$ cat src/engine_cu_setup_pkg.sv
// Shared types and constants for the serial read engine.
// The request payload fixes the counter width at 32 bits.

package engine_cu_setup_pkg;

    // ----------------------------------------------------------------------
    // Cache geometry used by the flush interleave
    // ----------------------------------------------------------------------
    localparam int cache_num_ways      = 4;
    localparam int cache_line_size_log = 6;
    localparam int cache_way_bits      = $clog2(cache_num_ways);

    // ----------------------------------------------------------------------
    // Field widths
    // ----------------------------------------------------------------------
    localparam int payload_counter_width = 32;
    localparam int id_buffer_width       = 8;
    localparam int shift_amount_width    = 5;

    // Engine states
    typedef enum logic [3:0] {
        st_reset,
        st_idle,
        st_setup,
        st_start,
        st_busy,
        st_busy_trans,
        st_pause_trans,
        st_pause,
        st_done
    } setup_state_t;

    // One memory read request, 72 bits
    typedef struct packed {
        logic [payload_counter_width-1:0] offset;
        logic [payload_counter_width-1:0] data;
        logic [id_buffer_width-1:0]       id_buffer;
    } request_payload_t;

endpackage : engine_cu_setup_pkg

$ cat src/engine_cu_setup.sv
// Serial read engine top level, instances and wires only.
// counter_width must stay 32 to match the request payload.
// prog_thresh must be at most fifo_depth - 4.

`timescale 1ns/1ns

module engine_cu_setup #(
    parameter int counter_width = 32,
    parameter int fifo_depth    = 16,
    parameter int prog_thresh   = 8
) (
    input  logic                                               ap_clk,
    input  logic                                               areset_engine,
    input  logic                                               start_in,
    input  logic                                               config_valid,
    input  logic [counter_width-1:0]                           start_read,
    input  logic [counter_width-1:0]                           end_read,
    input  logic [counter_width-1:0]                           stride,
    input  logic [engine_cu_setup_pkg::shift_amount_width-1:0] shift_amount,
    input  logic                                               shift_direction,
    input  logic                                               flush_mode,
    input  logic [engine_cu_setup_pkg::id_buffer_width-1:0]    id_buffer,
    input  logic                                               request_rd_en,
    output logic                                               ready_out,
    output logic                                               done_out,
    output logic                                               request_valid,
    output logic [counter_width-1:0]                           request_offset,
    output logic [counter_width-1:0]                           request_data,
    output logic [engine_cu_setup_pkg::id_buffer_width-1:0]    request_id_buffer
);

    import engine_cu_setup_pkg::*;

    // ----------------------------------------------------------------------
    // Internal wires
    // ----------------------------------------------------------------------
    logic                          counter_load;
    logic                          counter_enable;
    logic [counter_width-1:0]      counter_load_value;
    logic [counter_width-1:0]      counter_stride;
    logic [counter_width-1:0]      count;
    logic                          push;
    logic [shift_amount_width-1:0] cfg_shift_amount;
    logic                          cfg_shift_direction;
    logic                          cfg_flush_mode;
    logic [id_buffer_width-1:0]    cfg_id_buffer;
    logic                          fifo_wr_en;
    request_payload_t              fifo_din;
    request_payload_t              fifo_dout;
    logic                          fifo_empty;
    logic                          fifo_prog_full;

    setup_fsm #(
        .counter_width(counter_width)
    ) i_setup_fsm (
        .ap_clk             (ap_clk),
        .areset_engine      (areset_engine),
        .start_in           (start_in),
        .config_valid       (config_valid),
        .start_read         (start_read),
        .end_read           (end_read),
        .stride             (stride),
        .shift_amount       (shift_amount),
        .shift_direction    (shift_direction),
        .flush_mode         (flush_mode),
        .id_buffer          (id_buffer),
        .count              (count),
        .fifo_empty         (fifo_empty),
        .fifo_prog_full     (fifo_prog_full),
        .counter_load       (counter_load),
        .counter_enable     (counter_enable),
        .counter_load_value (counter_load_value),
        .counter_stride     (counter_stride),
        .push               (push),
        .cfg_shift_amount   (cfg_shift_amount),
        .cfg_shift_direction(cfg_shift_direction),
        .cfg_flush_mode     (cfg_flush_mode),
        .cfg_id_buffer      (cfg_id_buffer),
        .ready_out          (ready_out),
        .done_out           (done_out)
    );

    stride_counter #(
        .counter_width(counter_width)
    ) i_stride_counter (
        .ap_clk       (ap_clk),
        .areset_engine(areset_engine),
        .enable       (counter_enable),
        .load         (counter_load),
        .load_value   (counter_load_value),
        .stride       (counter_stride),
        .count        (count)
    );

    request_offset_gen #(
        .counter_width(counter_width)
    ) i_request_offset_gen (
        .ap_clk         (ap_clk),
        .count          (count),
        .push_in        (push),
        .shift_amount   (cfg_shift_amount),
        .shift_direction(cfg_shift_direction),
        .flush_mode     (cfg_flush_mode),
        .id_buffer      (cfg_id_buffer),
        .wr_en          (fifo_wr_en),
        .wr_payload     (fifo_din)
    );

    request_fifo #(
        .data_width ($bits(request_payload_t)),
        .depth      (fifo_depth),
        .prog_thresh(prog_thresh)
    ) i_request_fifo (
        .ap_clk       (ap_clk),
        .areset_engine(areset_engine),
        .wr_en        (fifo_wr_en),
        .din          (fifo_din),
        .rd_en        (request_rd_en),
        .dout         (fifo_dout),
        .valid        (request_valid),
        .empty        (fifo_empty),
        .full         (),
        .prog_full    (fifo_prog_full)
    );

    // Unpack the popped request
    assign request_offset    = fifo_dout.offset;
    assign request_data      = fifo_dout.data;
    assign request_id_buffer = fifo_dout.id_buffer;

endmodule : engine_cu_setup

$ cat src/request_fifo.sv
// Synchronous FIFO with registered read and a one cycle valid.
// Writes when full and reads when empty are dropped.

`timescale 1ns/1ns

module request_fifo #(
    parameter int data_width  = 72,
    parameter int depth       = 16,
    parameter int prog_thresh = 8
) (
    input  logic                  ap_clk,
    input  logic                  areset_engine,
    input  logic                  wr_en,
    input  logic [data_width-1:0] din,
    input  logic                  rd_en,
    output logic [data_width-1:0] dout,
    output logic                  valid,
    output logic                  empty,
    output logic                  full,
    output logic                  prog_full
);

    localparam int addr_width = (depth > 1) ? $clog2(depth) : 1;
    localparam int cnt_width  = $clog2(depth + 1);
    localparam logic [addr_width-1:0] last_addr = addr_width'(depth - 1);

    logic [data_width-1:0] mem [depth];
    logic [addr_width-1:0] wr_ptr;
    logic [addr_width-1:0] rd_ptr;
    logic [cnt_width-1:0]  occupancy;
    logic                  do_write;
    logic                  do_read;

    assign do_write  = wr_en & ~full;
    assign do_read   = rd_en & ~empty;
    assign empty     = (occupancy == '0);
    assign full      = (occupancy == cnt_width'(depth));
    assign prog_full = (occupancy >= cnt_width'(prog_thresh));

    // ----------------------------------------------------------------------
    // Pointers and occupancy
    // ----------------------------------------------------------------------
    always_ff @(posedge ap_clk) begin
        if (areset_engine) begin
            wr_ptr    <= '0;
            rd_ptr    <= '0;
            occupancy <= '0;
            valid     <= 1'b0;
        end else begin
            if (do_write) begin
                wr_ptr <= (wr_ptr == last_addr) ? '0 : wr_ptr + 1'b1;
            end
            if (do_read) begin
                rd_ptr <= (rd_ptr == last_addr) ? '0 : rd_ptr + 1'b1;
            end
            occupancy <= occupancy + cnt_width'(do_write) - cnt_width'(do_read);
            valid     <= do_read;
        end
    end

    // Storage and read data
    always_ff @(posedge ap_clk) begin
        if (do_write) begin
            mem[wr_ptr] <= din;
        end
        if (do_read) begin
            dout <= mem[rd_ptr];
        end
    end

endmodule : request_fifo

$ cat src/request_offset_gen.sv
// Builds the request for a count and registers it with the push.
// Flush mode interleaves consecutive counts across cache lines.

`timescale 1ns/1ns

module request_offset_gen #(
    parameter int counter_width = 32
) (
    input  logic                                               ap_clk,
    input  logic [counter_width-1:0]                           count,
    input  logic                                               push_in,
    input  logic [engine_cu_setup_pkg::shift_amount_width-1:0] shift_amount,
    input  logic                                               shift_direction,
    input  logic                                               flush_mode,
    input  logic [engine_cu_setup_pkg::id_buffer_width-1:0]    id_buffer,
    output logic                                               wr_en,
    output engine_cu_setup_pkg::request_payload_t              wr_payload
);

    import engine_cu_setup_pkg::*;

    logic [counter_width-1:0] offset;
    logic [counter_width-1:0] group_base;
    logic [counter_width-1:0] line_base;

    // Group of ways, then the line inside the group
    assign group_base = (count >> cache_way_bits) << (cache_line_size_log + cache_way_bits);
    assign line_base  = (count & counter_width'(cache_num_ways - 1)) << cache_line_size_log;

    always_comb begin
        if (flush_mode) begin
            offset = group_base | line_base;
        end else if (shift_direction) begin
            offset = count << shift_amount;
        end else begin
            offset = count >> shift_amount;
        end
    end

    always_ff @(posedge ap_clk) begin
        wr_en                <= push_in;
        wr_payload.offset    <= offset;
        wr_payload.data      <= count;
        wr_payload.id_buffer <= id_buffer;
    end

endmodule : request_offset_gen

$ cat src/setup_fsm.sv
// Control FSM of the read engine. Configuration is latched on start.
// prog_full is sampled one cycle late, so up to a few pushes follow it.

`timescale 1ns/1ns

module setup_fsm #(
    parameter int counter_width = 32
) (
    input  logic                                               ap_clk,
    input  logic                                               areset_engine,
    input  logic                                               start_in,
    input  logic                                               config_valid,
    input  logic [counter_width-1:0]                           start_read,
    input  logic [counter_width-1:0]                           end_read,
    input  logic [counter_width-1:0]                           stride,
    input  logic [engine_cu_setup_pkg::shift_amount_width-1:0] shift_amount,
    input  logic                                               shift_direction,
    input  logic                                               flush_mode,
    input  logic [engine_cu_setup_pkg::id_buffer_width-1:0]    id_buffer,
    input  logic [counter_width-1:0]                           count,
    input  logic                                               fifo_empty,
    input  logic                                               fifo_prog_full,
    output logic                                               counter_load,
    output logic                                               counter_enable,
    output logic [counter_width-1:0]                           counter_load_value,
    output logic [counter_width-1:0]                           counter_stride,
    output logic                                               push,
    output logic [engine_cu_setup_pkg::shift_amount_width-1:0] cfg_shift_amount,
    output logic                                               cfg_shift_direction,
    output logic                                               cfg_flush_mode,
    output logic [engine_cu_setup_pkg::id_buffer_width-1:0]    cfg_id_buffer,
    output logic                                               ready_out,
    output logic                                               done_out
);

    import engine_cu_setup_pkg::*;

    setup_state_t             state;
    setup_state_t             next_state;
    logic [counter_width-1:0] cfg_start_read;
    logic [counter_width-1:0] cfg_end_read;
    logic [counter_width-1:0] cfg_stride;
    logic                     prog_full_q;
    logic                     push_q;
    logic                     start_req;
    logic                     count_done;
    logic                     drained;

    assign start_req  = config_valid & start_in;
    assign count_done = (count >= cfg_end_read);

    // FIFO holds nothing and no write is on its way
    assign drained = fifo_empty & ~push_q;

    // ----------------------------------------------------------------------
    // State register and next state
    // ----------------------------------------------------------------------
    always_ff @(posedge ap_clk) begin
        if (areset_engine) begin
            state <= st_reset;
        end else begin
            state <= next_state;
        end
    end

    always_comb begin
        next_state = state;
        case (state)
            st_reset:       next_state = st_idle;
            st_idle: begin
                if (start_req) begin
                    next_state = st_setup;
                end
            end
            st_setup:       next_state = st_start;
            st_start:       next_state = st_busy;
            st_busy: begin
                if (count_done) begin
                    next_state = st_done;
                end else if (prog_full_q) begin
                    next_state = st_pause_trans;
                end
            end
            st_pause_trans: next_state = st_pause;
            st_pause: begin
                if (!prog_full_q) begin
                    next_state = st_busy_trans;
                end
            end
            st_busy_trans:  next_state = st_busy;
            st_done: begin
                // Hold until the start request is withdrawn
                if (!start_req) begin
                    next_state = st_idle;
                end
            end
            default:        next_state = st_reset;
        endcase
    end

    // ----------------------------------------------------------------------
    // Configuration latch, taken on the idle to setup step
    // ----------------------------------------------------------------------
    always_ff @(posedge ap_clk) begin
        if (state == st_idle && start_req) begin
            cfg_start_read      <= start_read;
            cfg_end_read        <= end_read;
            cfg_stride          <= stride;
            cfg_shift_amount    <= shift_amount;
            cfg_shift_direction <= shift_direction;
            cfg_flush_mode      <= flush_mode;
            cfg_id_buffer       <= id_buffer;
        end
    end

    // Counter loads during setup and is valid from start on
    assign counter_load       = (state == st_setup);
    assign counter_load_value = cfg_start_read;
    assign counter_stride     = cfg_stride;

    // One push per count, the counter steps with it
    assign push           = (state == st_busy) && !count_done && !prog_full_q;
    assign counter_enable = push;

    // ----------------------------------------------------------------------
    // Registered status
    // ----------------------------------------------------------------------
    always_ff @(posedge ap_clk) begin
        if (areset_engine) begin
            prog_full_q <= 1'b0;
            push_q      <= 1'b0;
            ready_out   <= 1'b0;
            done_out    <= 1'b0;
        end else begin
            prog_full_q <= fifo_prog_full;
            push_q      <= push;
            ready_out   <= (next_state == st_idle) && drained;
            done_out    <= (next_state == st_idle || next_state == st_done) && drained;
        end
    end

endmodule : setup_fsm

$ cat src/stride_counter.sv
// Loadable up counter stepping by a stride. Load wins over enable.
// Wraps silently on overflow.

`timescale 1ns/1ns

module stride_counter #(
    parameter int counter_width = 32
) (
    input  logic                     ap_clk,
    input  logic                     areset_engine,
    input  logic                     enable,
    input  logic                     load,
    input  logic [counter_width-1:0] load_value,
    input  logic [counter_width-1:0] stride,
    output logic [counter_width-1:0] count
);

    always_ff @(posedge ap_clk) begin
        if (areset_engine) begin
            count <= '0;
        end else if (load) begin
            count <= load_value;
        end else if (enable) begin
            count <= count + stride;
        end
    end

endmodule : stride_counter
$ cat config.mk
export PLATFORM = sky130hd
export DESIGN_NAME = engine_cu_setup
export DESIGN_NICKNAME = d
export VERILOG_FILES = /design/src/engine_cu_setup_pkg.sv /design/src/engine_cu_setup.sv /design/src/request_fifo.sv /design/src/request_offset_gen.sv /design/src/setup_fsm.sv /design/src/stride_counter.sv
export SDC_FILE = /design/constraint.sdc
export NUM_CORES = 2
export LEC_CHECK = 0
export BUFFER_PORTS_ARGS = -buffer_cell sky130_fd_sc_hd__buf_2
export CAP_MARGIN = 20
export CORE_ASPECT_RATIO = 1.4
export CORE_MARGIN = 1.5
export CORE_UTILIZATION = 40
export CTS_CLUSTER_DIAMETER = 60
export CTS_CLUSTER_SIZE = 25
export DETAILED_ROUTE_END_ITERATION = 12
export PLACE_DENSITY = 0.57
export SLEW_MARGIN = 20
export SYNTH_ARGS = -nofsm -noshare
export SYNTH_HDL_FRONTEND = slang
export SYNTH_HIERARCHICAL = 1
export SYNTH_SLANG_ARGS = --single-unit
$ cat constraint.sdc
create_clock -name ap_clk -period 9.4 [get_ports ap_clk]
set_clock_uncertainty 0.05 [all_clocks]
set_input_delay 1.88 -clock ap_clk [delete_from_list [all_inputs] [get_ports ap_clk]]
set_output_delay 1.88 -clock ap_clk [all_outputs]
set_load 0.005 [all_outputs]
==> impl_metrics.yaml <==
worst_setup_path:
  slowest_delay_ps: 780
  r2r_cells: 12
  cp_slowest_cell: "nor4_2"
  crit_path_start_kind: "flip-flop"
  crit_type: "flip-flop to flip-flop"
  cp.required_ps: 9990
  cp-startpoint: "i_stride_counter/count[31]"
  critPathMaxFanout: 26
  cp_cell_sequence: "ha_1 > nand4_2 > nor4_2 > a22oi_1 > nand2_1 > nor4_2 > buf_4 > inv_1 > nor2_1 > nand2_1 > o32a_1 > nand3_1"
  r2r-end: "i_stride_counter/count[31]"
  cp.arrival_ps: 5130
  r2r_start: "i_stride_counter/count[31]"
  endpoint_kind: "flip-flop"
  reg2reg_slack_ps: 4860
  crit_end: "i_stride_counter/count[31]"
outcome:
  status: "complete, no violations"
sta:
  maxSlewHeadroom: 0.2141
  min_period_over_period: 0.4833
  fin_setup_tns_ps: 0
  tightest_slew_ps: 1172
  finalMaxSlewViolations: 0
  final-setup-viol-count: 0
  rsz0062_at_grt: "false"
  finalHoldViolations: 0
  timing.fmax_mhz: 220.1
  fin_crit_ps: 4543
clocking:
  cts.repair.resized: 0
  root_buffer: "clkbuf_16"
  htreeDepth: 3
  clk_latency_ps: 760
  path_clk_slew_ps: 90
  cts_tree: "yes"
  cts.path.max_buffers: 3
  ctsHoldBuffers: 0
  clock_sinks: 1462
  post-cts-setup-buffers: 0
  cts_buffers: 94
grt:
  track_usage: 0.2165
  grt_max_degree: 132
  grt_pass1_vias: 32920
  grt_pass1_wl_microns: 235700
  grt_overflow: 0
  antenna_found_initial: 15
power:
  cellLeakagePower_uw: 0.02175
  power_uw: 13960
  power_density_nw_per_um2: 209.4
  peakVddDrop_v: 0.0001828
detailed_routing:
  avgRoutedWirePerCell_microns: 29.92
  via_per_inst: 5.880
  wl_microns: 164600
  highest_layer: "met5"
  wl_met1_microns: 66130
  wl_met3_microns: 8717
  drtIter0Drc: 2988
  firstDrtPassIters: 6
  ant_nets: 0
  via_count: 32360
  drc: 0
  routed-wl-met2_microns: 81560
hold_path:
  hold_class: "flip-flop to flip-flop"
logic_synthesis:
  synthCells: 3305
  ys_warn_count: 6
  mappedNetlistArea_sq_um: 60180
  synth_area_per_cell_sq_um: 18.21
  synth_fp_nets: 3499
layout:
  drive_above_1_share: 0.2475
  final_cell_mix: "edfxtp_1, mux4_2, nand2_1"
  nets: 3656
  layout_commonest_cell: "edfxtp_1"
  area_growth_pct: 10.77
floorplan:
  coreArea_sq_um: 149500
  die_area_sq_um: 152800
  io_pins: 191
  die_h_microns: 462.0
  rows: 168
  die_x_microns: 330.8
  initial_core_util: 0.4027
placed_design:
  dp_hpwl_microns: 97150
  io_buffers: 190
  gp_congestion: 0.9608
job:
  drv_cap: 0
how the worst min path moves through the flow:
stage	start	end	slack [ps]	depth (start not counted)
floorplan	i_setup_fsm/cfg_id_buffer[0]	i_request_offset_gen/wr_payload[0]	270	0
global placement	i_setup_fsm/cfg_id_buffer[4]	i_request_offset_gen/wr_payload[4]	270	0
detailed placement	i_setup_fsm/cfg_id_buffer[1]	i_request_offset_gen/wr_payload[1]	280	0
CTS	i_setup_fsm/cfg_id_buffer[4]	i_request_offset_gen/wr_payload[4]	300	0
global route	i_setup_fsm/cfg_id_buffer[2]	i_request_offset_gen/wr_payload[2]	320	0
finish	i_setup_fsm/cfg_id_buffer[4]	i_request_offset_gen/wr_payload[4]	300	0
flip-flops by register name, indices dropped and copies added, names as in the netlist, 4 cells and up:
register and cells:
i_setup_fsm/cfg_id_buffer 8, i_request_fifo/occupancy 5, i_setup_fsm/cfg_shift_amount 5, i_setup_fsm/cfg_end_read 32
i_request_fifo/wr_ptr 4, i_setup_fsm/counter_load_value 32, i_request_offset_gen/wr_payload 72, i_setup_fsm/state 4
i_stride_counter/count 32, i_request_fifo/dout 72, i_request_fifo/rd_ptr 4, i_setup_fsm/counter_stride 32
i_request_fifo/mem 1152
routing by layer:
metal | track usage | vias to the layer above
li1 | - | 13810
met1 | 0.2805 | 17070
met2 | 0.3616 | 1156
met3 | 0.02581 | 321
met4 | 0.1046 | 2
met5 | 0 | -
critical path: cells and delay by family (launching register included):
| kind | cells | cell delay (ps) |
|---|---|---|
| and+or+nand+nor | 7 | 2130 |
| adders and majority gates | 1 | 260 |
| DFF | 1 | 650 |
| buffers and inverters | 2 | 900 |
| AOI/OAI and AO/OA | 2 | 430 |
power by group:
group / leakage [uW] / switching (uW) / internal [uW] / total, uW
sequential: 0.0133 / 213 / 7290 / 7500
clock: 0.00164 / 2410 / 2220 / 4630
combinational: 0.00681 / 932 / 894 / 1830
total: 0.0217 / 3550 / 10400 / 14000
cell type report:
class	count	area [sq um]
repair buffers	277	1627
diodes	5	12.51
clock buffers	104	2462
well taps	1955	2446
fillers	12880	82790
inverters	73	274.0
flip-flops and latches	1462	42640
clock inverters	73	920.9
multi-input cells	1554	16280
metrics by stage:
step / hold slack, ps / instances / util / setup WS [ps] / instance area, sq um
after floorplan: 273.3 / 3305 / - / 2155 / 60180
after global placement: 273.5 / 5320 / 0.4233 / 4868 / 63260
after CTS: 303.7 / 5497 / 0.4459 / 4836 / 66650
after global routing: 316.7 / 5501 / 0.4460 / 4525 / 66660
final: 302.5 / 5503 / 0.4461 / 4857 / 66670
after detailed placement: 279.1 / 5320 / 0.4233 / 4853 / 63260
Note: power is estimated with default switching activity, not from simulation.
